## src/logic/cpuIsaPkg.sv

```systemverilog
`default_nettype none

package cpuIsaPkg;

    localparam int WORD_WIDTH    = 32;
    localparam int REG_IDX_WIDTH = 4;
    localparam int IMM_WIDTH     = 12;
    localparam int VECTOR_WIDTH  = 5;
    localparam int OP_WIDTH      = 4;

    typedef logic [WORD_WIDTH-1:0]    word_t;
    typedef logic [REG_IDX_WIDTH-1:0] regIdx_t;
    typedef logic [IMM_WIDTH-1:0]     imm_t;
    typedef logic [VECTOR_WIDTH-1:0]  vector_t;

    // Instruction word layout, high to low
    localparam int THROW_BIT = 31;     // Throw class when set together with kind
    localparam int KIND_BIT  = 30;     // Immediate is the operand, Y the addend
    localparam int STORE_BIT = 29;
    localparam int DEREF_BIT = 28;
    localparam int Z_LSB     = 24;
    localparam int X_LSB     = 20;
    localparam int Y_LSB     = 16;
    localparam int OP_LSB    = 12;
    localparam int IMM_LSB   = 0;

    localparam regIdx_t PC_INDEX = regIdx_t'(15);

    typedef enum logic [OP_WIDTH-1:0] {
        opOr    = 4'h0,
        opAnd   = 4'h1,
        opAdd   = 4'h2,
        opMul   = 4'h3,
        opRsvd4 = 4'h4,        // Yields the addend alone
        opShl   = 4'h5,
        opLt    = 4'h6,
        opEq    = 4'h7,
        opGt    = 4'h8,
        opAndN  = 4'h9,
        opXor   = 4'ha,
        opSub   = 4'hb,
        opXnor  = 4'hc,
        opShr   = 4'hd,
        opNe    = 4'he,
        opRsvdF = 4'hf
    } aluOp_e;

endpackage

`default_nettype wire

```

## src/logic/cpuSysPkg.sv

```systemverilog
`default_nettype none

package cpuSysPkg;

    localparam int TIMER_WIDTH = 16;

    typedef logic [TIMER_WIDTH-1:0] timerCount_t;

    // Word addresses in the shared memory map
    localparam cpuIsaPkg::word_t RESET_VECTOR = 32'h0000_0100;
    localparam cpuIsaPkg::word_t VECTOR_BASE  = 32'h0000_0020;  // Throw table, 32 entries
    localparam cpuIsaPkg::word_t TRAP_ADDR    = 32'h0000_0010;  // Interrupted address cell
    localparam cpuIsaPkg::word_t TRAMP_BOTTOM = 32'h0000_0200;  // Timer trap handler

    typedef enum logic [3:0] {
        stIdle       = 4'd0,
        stExec       = 4'd1,   // Decode, register read, ALU
        stLatch      = 4'd2,
        stMulWait    = 4'd3,
        stMem        = 4'd4,
        stWriteback  = 4'd5,   // Register write and next fetch address
        stPcAdvance  = 4'd6,
        stThrow      = 4'd7,
        stVecRead    = 4'd8,
        stTimerFault = 4'd9,
        stTrapSave   = 4'd10,
        stTrapWrite  = 4'd11
    } ctrlState_e;

endpackage

`default_nettype wire

```

## src/logic/decodeIf.sv

```systemverilog
`timescale 1ns/1ps
`default_nettype none

interface decodeIf;

    import cpuIsaPkg::*;

    regIdx_t zIdx;
    regIdx_t xIdx;
    regIdx_t yIdx;
    imm_t    imm;
    aluOp_e  op;
    logic    kind;
    logic    storing;
    logic    derefRhs;
    logic    branch;
    logic    isThrow;
    vector_t vector;

    modport producer (output zIdx, xIdx, yIdx, imm, op, kind,
                      output storing, derefRhs, branch, isThrow, vector);

    modport datapath (input zIdx, xIdx, yIdx, imm, op, kind);

    modport control (input storing, derefRhs, branch, isThrow, vector);

endinterface

`default_nettype wire

```

## src/logic/insnDecoder.sv

```systemverilog
`timescale 1ns/1ps
`default_nettype none

module insnDecoder (
    input  cpuIsaPkg::word_t iData,
    decodeIf.producer        dec
);

    import cpuIsaPkg::*;

    // Register indices
    assign dec.zIdx = iData[Z_LSB +: REG_IDX_WIDTH];
    assign dec.xIdx = iData[X_LSB +: REG_IDX_WIDTH];
    assign dec.yIdx = iData[Y_LSB +: REG_IDX_WIDTH];

    assign dec.imm = iData[IMM_LSB +: IMM_WIDTH];
    assign dec.op  = aluOp_e'(iData[OP_LSB +: OP_WIDTH]);

    // Flags
    assign dec.kind     = iData[KIND_BIT];
    assign dec.storing  = iData[STORE_BIT];
    assign dec.derefRhs = iData[DEREF_BIT];

    assign dec.isThrow = iData[THROW_BIT] & iData[KIND_BIT];
    assign dec.vector  = iData[VECTOR_WIDTH-1:0];      // Throw vector in the low bits

    // Writing the PC without storing is a jump
    assign dec.branch = (dec.zIdx == PC_INDEX) && !dec.storing;

endmodule

`default_nettype wire

```

## src/logic/regFile.sv

```systemverilog
`timescale 1ns/1ps
`default_nettype none

module regFile (
    input  logic             clk,
    input  logic             writeEn,
    input  cpuIsaPkg::word_t writeData,
    input  cpuIsaPkg::word_t nextPc,
    output cpuIsaPkg::word_t valueX,
    output cpuIsaPkg::word_t valueY,
    output cpuIsaPkg::word_t valueZ,
    decodeIf.datapath        dec
);

    import cpuIsaPkg::*;

    word_t store [0:14];

    // Register 0 is hardwired, register 15 is the next PC
    function automatic word_t readReg(input regIdx_t idx);
        if (idx == '0) begin
            return '0;
        end else if (idx == PC_INDEX) begin
            return nextPc;
        end
        return store[idx];
    endfunction

    assign valueX = readReg(dec.xIdx);
    assign valueY = readReg(dec.yIdx);
    assign valueZ = readReg(dec.zIdx);

    always_ff @(posedge clk) begin
        if (writeEn && dec.zIdx != '0 && dec.zIdx != PC_INDEX) begin
            store[dec.zIdx] <= writeData;   // PC writes are branches only
        end
    end

    // Write target held since the memory cycle
    writeIdxSteady: assert property (@(posedge clk)
        writeEn |-> $stable(dec.zIdx));

endmodule

`default_nettype wire

```

## src/logic/aluExec.sv

```systemverilog
`timescale 1ns/1ps
`default_nettype none

module aluExec (
    input  logic             clk,
    input  logic             reset_n,
    input  logic             execEn,
    input  cpuIsaPkg::word_t valueX,
    input  cpuIsaPkg::word_t valueY,
    decodeIf.datapath        dec,
    output cpuIsaPkg::word_t aluResult
);

    import cpuIsaPkg::*;

    word_t immExt;
    word_t operand;
    word_t addend;
    word_t opResult;

    assign immExt = {{(WORD_WIDTH-IMM_WIDTH){dec.imm[IMM_WIDTH-1]}}, dec.imm};

    // Kind swaps immediate and Y between operand and addend
    assign operand = dec.kind ? immExt : valueY;
    assign addend  = dec.kind ? valueY : immExt;

    function automatic word_t truthMask(input logic cond);
        return cond ? '1 : '0;
    endfunction

    always_comb begin
        case (dec.op)
            opOr:    opResult = valueX | operand;
            opAnd:   opResult = valueX & operand;
            opAdd:   opResult = valueX + operand;
            opMul:   opResult = valueX * operand;       // Low word of the product
            opShl:   opResult = valueX << operand;
            opLt:    opResult = truthMask($signed(valueX) < $signed(operand));
            opEq:    opResult = truthMask(valueX == operand);
            opGt:    opResult = truthMask($signed(valueX) > $signed(operand));
            opAndN:  opResult = valueX & ~operand;
            opXor:   opResult = valueX ^ operand;
            opSub:   opResult = valueX - operand;
            opXnor:  opResult = valueX ^~ operand;
            opShr:   opResult = valueX >> operand;
            opNe:    opResult = truthMask(valueX != operand);
            default: opResult = '0;                     // Reserved, addend passes alone
        endcase
    end

    always_ff @(posedge clk) begin
        if (!reset_n) begin
            aluResult <= '0;
        end else if (execEn) begin
            aluResult <= opResult + addend;
        end
    end

endmodule

`default_nettype wire

```

## src/logic/cycleTimer.sv

```systemverilog
`timescale 1ns/1ps
`default_nettype none

module cycleTimer (
    input  logic                   clk,
    input  logic                   reset_n,
    input  cpuSysPkg::timerCount_t period,
    input  logic                   trapAck,
    output logic                   trapPending
);

    import cpuSysPkg::*;

    timerCount_t count;
    timerCount_t countNext;

    assign countNext = count + 1'b1;

    always_ff @(posedge clk) begin
        if (!reset_n) begin
            count       <= '0;
            trapPending <= 1'b0;
        end else if (trapAck) begin
            count       <= '0;
            trapPending <= 1'b0;
        end else if (period != '0 && !trapPending) begin   // Zero period disables
            count <= countNext;
            if (countNext == period) begin
                trapPending <= 1'b1;       // Held until the core acknowledges
            end
        end
    end

    // The core may only acknowledge a request it has seen
    ackNeedsPending: assert property (@(posedge clk) disable iff (!reset_n)
        trapAck |-> trapPending);

endmodule

`default_nettype wire

```

## src/logic/coreControl.sv

```systemverilog
`timescale 1ns/1ps
`default_nettype none

module coreControl (
    input  logic             clk,
    input  logic             reset_n,
    input  logic             halt,
    input  logic             trapPending,
    output logic             trapAck,
    decodeIf.control         dec,
    input  cpuIsaPkg::word_t aluResult,
    input  cpuIsaPkg::word_t valueZ,
    output logic             execEn,
    output logic             writeEn,
    output cpuIsaPkg::word_t writeData,
    output cpuIsaPkg::word_t nextPc,
    output cpuIsaPkg::word_t iAddr,
    output logic             strobe,
    output logic             memRw,
    output cpuIsaPkg::word_t dAddr,
    output cpuIsaPkg::word_t dOut,
    input  cpuIsaPkg::word_t dIn
);

    import cpuIsaPkg::*;
    import cpuSysPkg::*;

    ctrlState_e state;
    word_t      resultLatch;       // ALU result, vector address or saved iAddr
    word_t      loadData;
    word_t      vectorReg;         // Target of a throw or timer trap
    word_t      rhs;
    logic       loading;

    always_ff @(posedge clk) begin
        if (!reset_n) begin
            state  <= stIdle;
            iAddr  <= RESET_VECTOR;
            nextPc <= RESET_VECTOR;
        end else begin
            case (state)
                stIdle: begin
                    state <= halt ? stIdle : stPcAdvance;
                    iAddr <= RESET_VECTOR;
                end
                stExec: begin
                    if (halt) begin
                        state <= stIdle;
                    end else if (trapPending) begin
                        state <= stTimerFault;
                    end else if (dec.isThrow) begin
                        state <= stThrow;
                    end else begin
                        state <= stLatch;
                    end
                end
                stLatch: begin
                    state       <= stMulWait;
                    resultLatch <= aluResult;
                end
                stMulWait:   state <= stMem;           // Slack for the multiplier
                stMem: begin
                    state    <= stWriteback;
                    loadData <= dIn;
                end
                stWriteback: begin
                    state <= stPcAdvance;
                    iAddr <= dec.branch ? rhs : nextPc;
                end
                stPcAdvance: begin
                    state  <= stExec;
                    nextPc <= iAddr + 1'b1;
                end
                stThrow: begin
                    state       <= stVecRead;
                    resultLatch <= VECTOR_BASE + word_t'(dec.vector);
                end
                stVecRead: begin
                    state     <= stTrapSave;
                    vectorReg <= dIn;                  // Table entry
                end
                stTimerFault: begin
                    state     <= stTrapSave;
                    vectorReg <= TRAMP_BOTTOM;
                end
                stTrapSave: begin
                    state       <= stTrapWrite;
                    resultLatch <= iAddr;              // Interrupted fetch address
                end
                stTrapWrite: begin
                    state <= stPcAdvance;
                    iAddr <= vectorReg;
                end
                default: state <= stIdle;
            endcase
        end
    end

    assign execEn  = (state == stExec);
    assign trapAck = (state == stTimerFault);

    // Loaded word replaces the result for dereferenced reads
    assign rhs       = dec.derefRhs ? loadData : resultLatch;
    assign writeData = rhs;
    assign writeEn   = (state == stWriteback) && !dec.storing;

    assign loading = dec.derefRhs && !dec.storing;
    assign strobe  = (state == stMem && (loading || dec.storing)) ||
                     state == stVecRead || state == stTrapWrite;
    assign memRw   = (state == stMem && dec.storing) || state == stTrapWrite;

    always_comb begin
        if (state == stTrapWrite) begin
            dAddr = TRAP_ADDR;
            dOut  = resultLatch;
        end else if (state == stVecRead || dec.derefRhs) begin
            dAddr = resultLatch;
            dOut  = valueZ;
        end else begin
            dAddr = valueZ;
            dOut  = resultLatch;
        end
    end

    // ALU output must hold from latch to writeback
    resultHeld: assert property (@(posedge clk) disable iff (!reset_n)
        (state inside {stMulWait, stMem, stWriteback}) |-> aluResult == resultLatch);

endmodule

`default_nettype wire

```

## src/logic/cpuCore.sv

```systemverilog
`timescale 1ns/1ps
`default_nettype none

module cpuCore (
    input  logic                   clk,
    input  logic                   reset_n,
    output cpuIsaPkg::word_t       iAddr,
    input  cpuIsaPkg::word_t       iData,
    output logic                   strobe,
    output logic                   memRw,
    output cpuIsaPkg::word_t       dAddr,
    output cpuIsaPkg::word_t       dOut,
    input  cpuIsaPkg::word_t       dIn,
    input  logic                   halt,
    input  cpuSysPkg::timerCount_t timerPeriod    // Zero disables the timer
);

    import cpuIsaPkg::*;

    word_t valueX;
    word_t valueY;
    word_t valueZ;
    word_t aluResult;
    word_t writeData;
    word_t nextPc;
    logic  execEn;
    logic  writeEn;
    logic  trapPending;
    logic  trapAck;

    decodeIf decBus ();

    insnDecoder decoder0 (
        .iData (iData),
        .dec   (decBus.producer)
    );

    regFile regs0 (
        .clk       (clk),
        .writeEn   (writeEn),
        .writeData (writeData),
        .nextPc    (nextPc),
        .valueX    (valueX),
        .valueY    (valueY),
        .valueZ    (valueZ),
        .dec       (decBus.datapath)
    );

    aluExec alu0 (
        .clk       (clk),
        .reset_n   (reset_n),
        .execEn    (execEn),
        .valueX    (valueX),
        .valueY    (valueY),
        .dec       (decBus.datapath),
        .aluResult (aluResult)
    );

    cycleTimer timer0 (
        .clk         (clk),
        .reset_n     (reset_n),
        .period      (timerPeriod),
        .trapAck     (trapAck),
        .trapPending (trapPending)
    );

    coreControl control0 (
        .clk         (clk),
        .reset_n     (reset_n),
        .halt        (halt),
        .trapPending (trapPending),
        .trapAck     (trapAck),
        .dec         (decBus.control),
        .aluResult   (aluResult),
        .valueZ      (valueZ),
        .execEn      (execEn),
        .writeEn     (writeEn),
        .writeData   (writeData),
        .nextPc      (nextPc),
        .iAddr       (iAddr),
        .strobe      (strobe),
        .memRw       (memRw),
        .dAddr       (dAddr),
        .dOut        (dOut),
        .dIn         (dIn)
    );

endmodule

`default_nettype wire

```

## config.mk

```make
export PLATFORM = sky130hd
export DESIGN_NAME = cpuCore
export DESIGN_NICKNAME = d
export VERILOG_FILES = /design/src/logic/cpuIsaPkg.sv /design/src/logic/cpuSysPkg.sv /design/src/logic/decodeIf.sv /design/src/logic/insnDecoder.sv /design/src/logic/regFile.sv /design/src/logic/aluExec.sv /design/src/logic/cycleTimer.sv /design/src/logic/coreControl.sv /design/src/logic/cpuCore.sv
export SDC_FILE = /design/constraint.sdc
export NUM_CORES = 2
export LEC_CHECK = 0
export BUFFER_PORTS_ARGS = -buffer_cell sky130_fd_sc_hd__buf_2
export CAP_MARGIN = 15
export CELL_PAD_IN_SITES_DETAIL_PLACEMENT = 1
export CELL_PAD_IN_SITES_GLOBAL_PLACEMENT = 2
export CORE_MARGIN = 2
export CORE_UTILIZATION = 40
export CTS_BUF_LIST = sky130_fd_sc_hd__clkbuf_4 sky130_fd_sc_hd__clkbuf_8
export CTS_CLUSTER_SIZE = 24
export DETAILED_ROUTE_END_ITERATION = 7
export PLACE_DENSITY = 0.78
export SYNTH_ARGS = -nofsm -noshare
export SYNTH_HDL_FRONTEND = slang
export SYNTH_HIERARCHICAL = 1
export SYNTH_SLANG_ARGS = --single-unit
```

## constraint.sdc

```tcl
create_clock -name clk -period 22.5 [get_ports clk]
set_clock_uncertainty 0.2 [all_clocks]
set_input_delay 5.625 -clock clk [delete_from_list [all_inputs] [get_ports clk]]
set_output_delay 5.625 -clock clk [all_outputs]
set_load 0.05 [all_outputs]
```

==> impl_metrics.py <==
metrics = {
    "timing": {
        "tightest_slew_ns": 1.29,
        "maxSlewViolCount": 0,
        "slew_headroom": 0.138,
        "hold_violations": 0,
        "setup_ws_ns": 3.91,
        "fmax_ghz": 0.0538,
        "period_needed_ns": 18.59,
        "setup-violations-final": 0,
        "fin_crit_sh": 0.826,
        "tns_ns": 0,
        "rsz0062_at_grt": "no",
    },
    "placed_design": {
        "io_buffer_count": 180,
        "dpl.hpwl_mm": 215,
        "place_ws_ns": 3.46,
        "gp_congestion": 0.991,
    },
    "grt": {
        "grt_pass1_wl_mm": 422,
        "antenna_found_initial": 9,
        "grtUsageTotal": 0.358,
        "grt_pass1_vias": 57500,
        "grt_max_degree": 91,
        "grt_remaining_overflow": 0,
    },
    "yosys": {
        "ys_ff_latch": 693,
        "synth_top_family_by_area": "adder cells",
        "synth_flop_cell": "edfxtp_1",
        "yosys-top-cells-area": "edfxtp_1 (27%), fa_1 (13%), mux2i_1 (6.1%), ha_1 (4.9%), mux4_2 (4.7%)",
        "yosysWarnings": 6,
        "synthMuxAreaShare": 0.143,
        "ys_types": 113,
        "synth_cells": 6525,
        "synthSimpleGateAreaFrac": 0.126,
        "synth_top_cell_by_area": "edfxtp_1",
        "syn_area_per_cell_um2": 9.81,
        "synth_enable_flop_cells": 576,
        "synthAdderAreaFrac": 0.178,
        "async_flop_share": 0,
        "ys_seq_area_frac": 0.307,
        "synth_compound_area_frac": 0.144,
        "synth_xor_area_frac": 0.0288,
        "synth_top_area_share": 0.270,
        "synth_area_mm2": 0.0640,
    },
    "die": {
        "die_w_um": 404,
        "die-area_mm2": 0.163,
        "rows": 146,
        "die_h_um": 404,
        "coreArea_mm2": 0.159,
        "start_util": 0.404,
        "io_pins": 181,
    },
    "critical_path": {
        "required_ns": 22.98,
        "critPathKind": "in -> reg",
        "critical-path-slowest-cell": "a2111oi_0",
        "end_kind": "register",
        "arrival_ns": 19.07,
        "cpPeakStageDelay_ns": 0.87,
        "path_common_cell": "ha_1",
        "critPathMaxFanout": 70,
        "start_kind": "input port",
    },
    "finish": {
        "layout_commonest_cell": "nand2_1",
        "final_nets": 7232,
        "fill_cells": 17900,
        "most-common-layout-cells": "nand2_1 (702), edfxtp_1 (576), inv_1 (523)",
        "syn_to_final_growth_pct": 7.73,
        "drive_above_1_share": 0.144,
    },
    "cts": {
        "clkLatencyLatePin_ns": 0.83,
        "clk_pin_slew_ns": 0.07,
        "clk_path_buf_depth": 3,
        "clock-sinks": 693,
        "htreeDepth": 3,
        "holdBufCountCts": 0,
        "cts-resized-gates": 0,
        "cts_made_buffers": 109,
        "cts_tree": "done",
        "root_buffer": "clkbuf_8",
        "postCtsSetupRepairBufs": 0,
    },
    "routing": {
        "vias": 55700,
        "drc": 0,
        "dr.pass1.iters": 6,
        "via_per_inst": 6.43,
        "post_drt_wl_per_cell_um": 34.3,
        "routed_wl_mm": 297,
        "first_iter_violations": 5811,
        "ant_nets": 0,
    },
    "min_path": {
        "min_path_type": "reg -> reg",
    },
    "outcome": {
        "status": "finished clean",
    },
    "run": {
        "cap_violations": 0,
    },
}
==> path summary, 6_finish.rpt <==
path	end	from	slack, ns	depth (start not counted)
min	alu0/aluResult[11]	alu0/aluResult[11]	0.29	1
max reg2reg	alu0/aluResult[30]	regs0/store[11][3]	9.98	38
max	alu0/aluResult[30]	iData[17]	3.91	42
min reg2reg	alu0/aluResult[11]	alu0/aluResult[11]	0.29	1
==> routing by layer <==
layer  routed length [um]  part of all wire  up-vias  global-route usage
li1                     -                 -    23100                   -
met1               116000              0.39    28900               0.451
met2               135000              0.45     2886               0.571
met3                25100             0.084      766              0.0685
met4                21100             0.071       14               0.213
met5                  122           0.00041        -                   0
==> worst max-delay path, delay by kind of cell <==
kind | cells | cell delay [ns]
buffers and inverters | 7 | 2.39
AOI/OAI and AO/OA | 16 | 5.09
and+or+nand+nor | 5 | 0.94
muxes | 2 | 0.50
adders and majority gates | 11 | 4.11
xor gates and xnor gates | 1 | 0.19
==> cell usage after synthesis (16+ instances only) <==
| cell type | number |
|---|---|
| nand2_1 | 702 |
| edfxtp_1 | 576 |
| inv_1 | 524 |
| nor2_1 | 524 |
| fa_1 | 411 |
| mux2i_1 | 389 |
| a21oi_1 | 341 |
| o21ai_0 | 289 |
| clkbuf_1 | 271 |
| ha_1 | 251 |
| mux2_2 | 150 |
| xnor2_1 | 138 |
| mux4_2 | 134 |
| nor2b_1 | 134 |
| o22ai_1 | 125 |
| dfxtp_1 | 117 |
| nor3_1 | 100 |
| buf_2 | 95 |
| nand3_1 | 79 |
| a221oi_1 | 76 |
| xor2_1 | 70 |
| buf_4 | 68 |
| a31oi_1 | 65 |
| a21o_1 | 54 |
| buf_1 | 49 |
| a211oi_1 | 43 |
| o221ai_1 | 42 |
| a221o_1 | 41 |
| or3_1 | 41 |
| nand2b_1 | 39 |
| o211ai_1 | 37 |
| a22o_1 | 36 |
| nand4_1 | 34 |
| a2bb2oi_1 | 31 |
| o31ai_1 | 31 |
| buf_6 | 29 |
| and3_1 | 27 |
| nor4_1 | 26 |
| o21bai_1 | 24 |
| inv_2 | 22 |
| a22oi_1 | 21 |
| or4_1 | 21 |
| o21ai_1 | 16 |
==> cell families (layout without fill, tap and decap cells) <==
logic type      Yosys count  in the layout
fa+ha+maj               662            662
other cells               1             38
simple gates           1791           1791
buf+inv                1075           1097
xor+xnor                209            209
mux                     696            696
compound gates         1398           1398
flops                   693            693
==> registers in the layout (all words and copies together) (netlist names) <==
signal                cells
alu0/aluResult           32
control0/loadData        32
regs0/store             480
control0/resultLatch     32
control0/state            4
control0/iAddr           32
timer0/trapPending        1
timer0/count             16
control0/vectorReg       32
control0/nextPc          32
==> metrics by stage <==
step	area (um^2)	cells	utilization	hold slack, ns
global route	68900	8651	0.435	0.314
finish	68900	8656	0.435	0.292
global placement	66600	8448	0.420	0.267
detailed placement	66600	8448	0.420	0.276
CTS	68900	8650	0.435	0.292
floorplan	64100	6556	-	0.226
==> area by class of cell <==
type                    instances  area, um^2  share of cell area
inverters                     554        2080              0.0302
diodes                          6        15.0            0.000218
repair buffers                341        2200              0.0319
multi-input cells            4788       40100               0.582
flip-flops and latches        693       19600               0.285
clock buffers                 149        1830              0.0266
clock inverters                53         459             0.00666
well taps                    2072        2590              0.0376
Power is not shown: default switching activity piles up to over one toggle a cycle in this logic, so the estimate is an artifact.
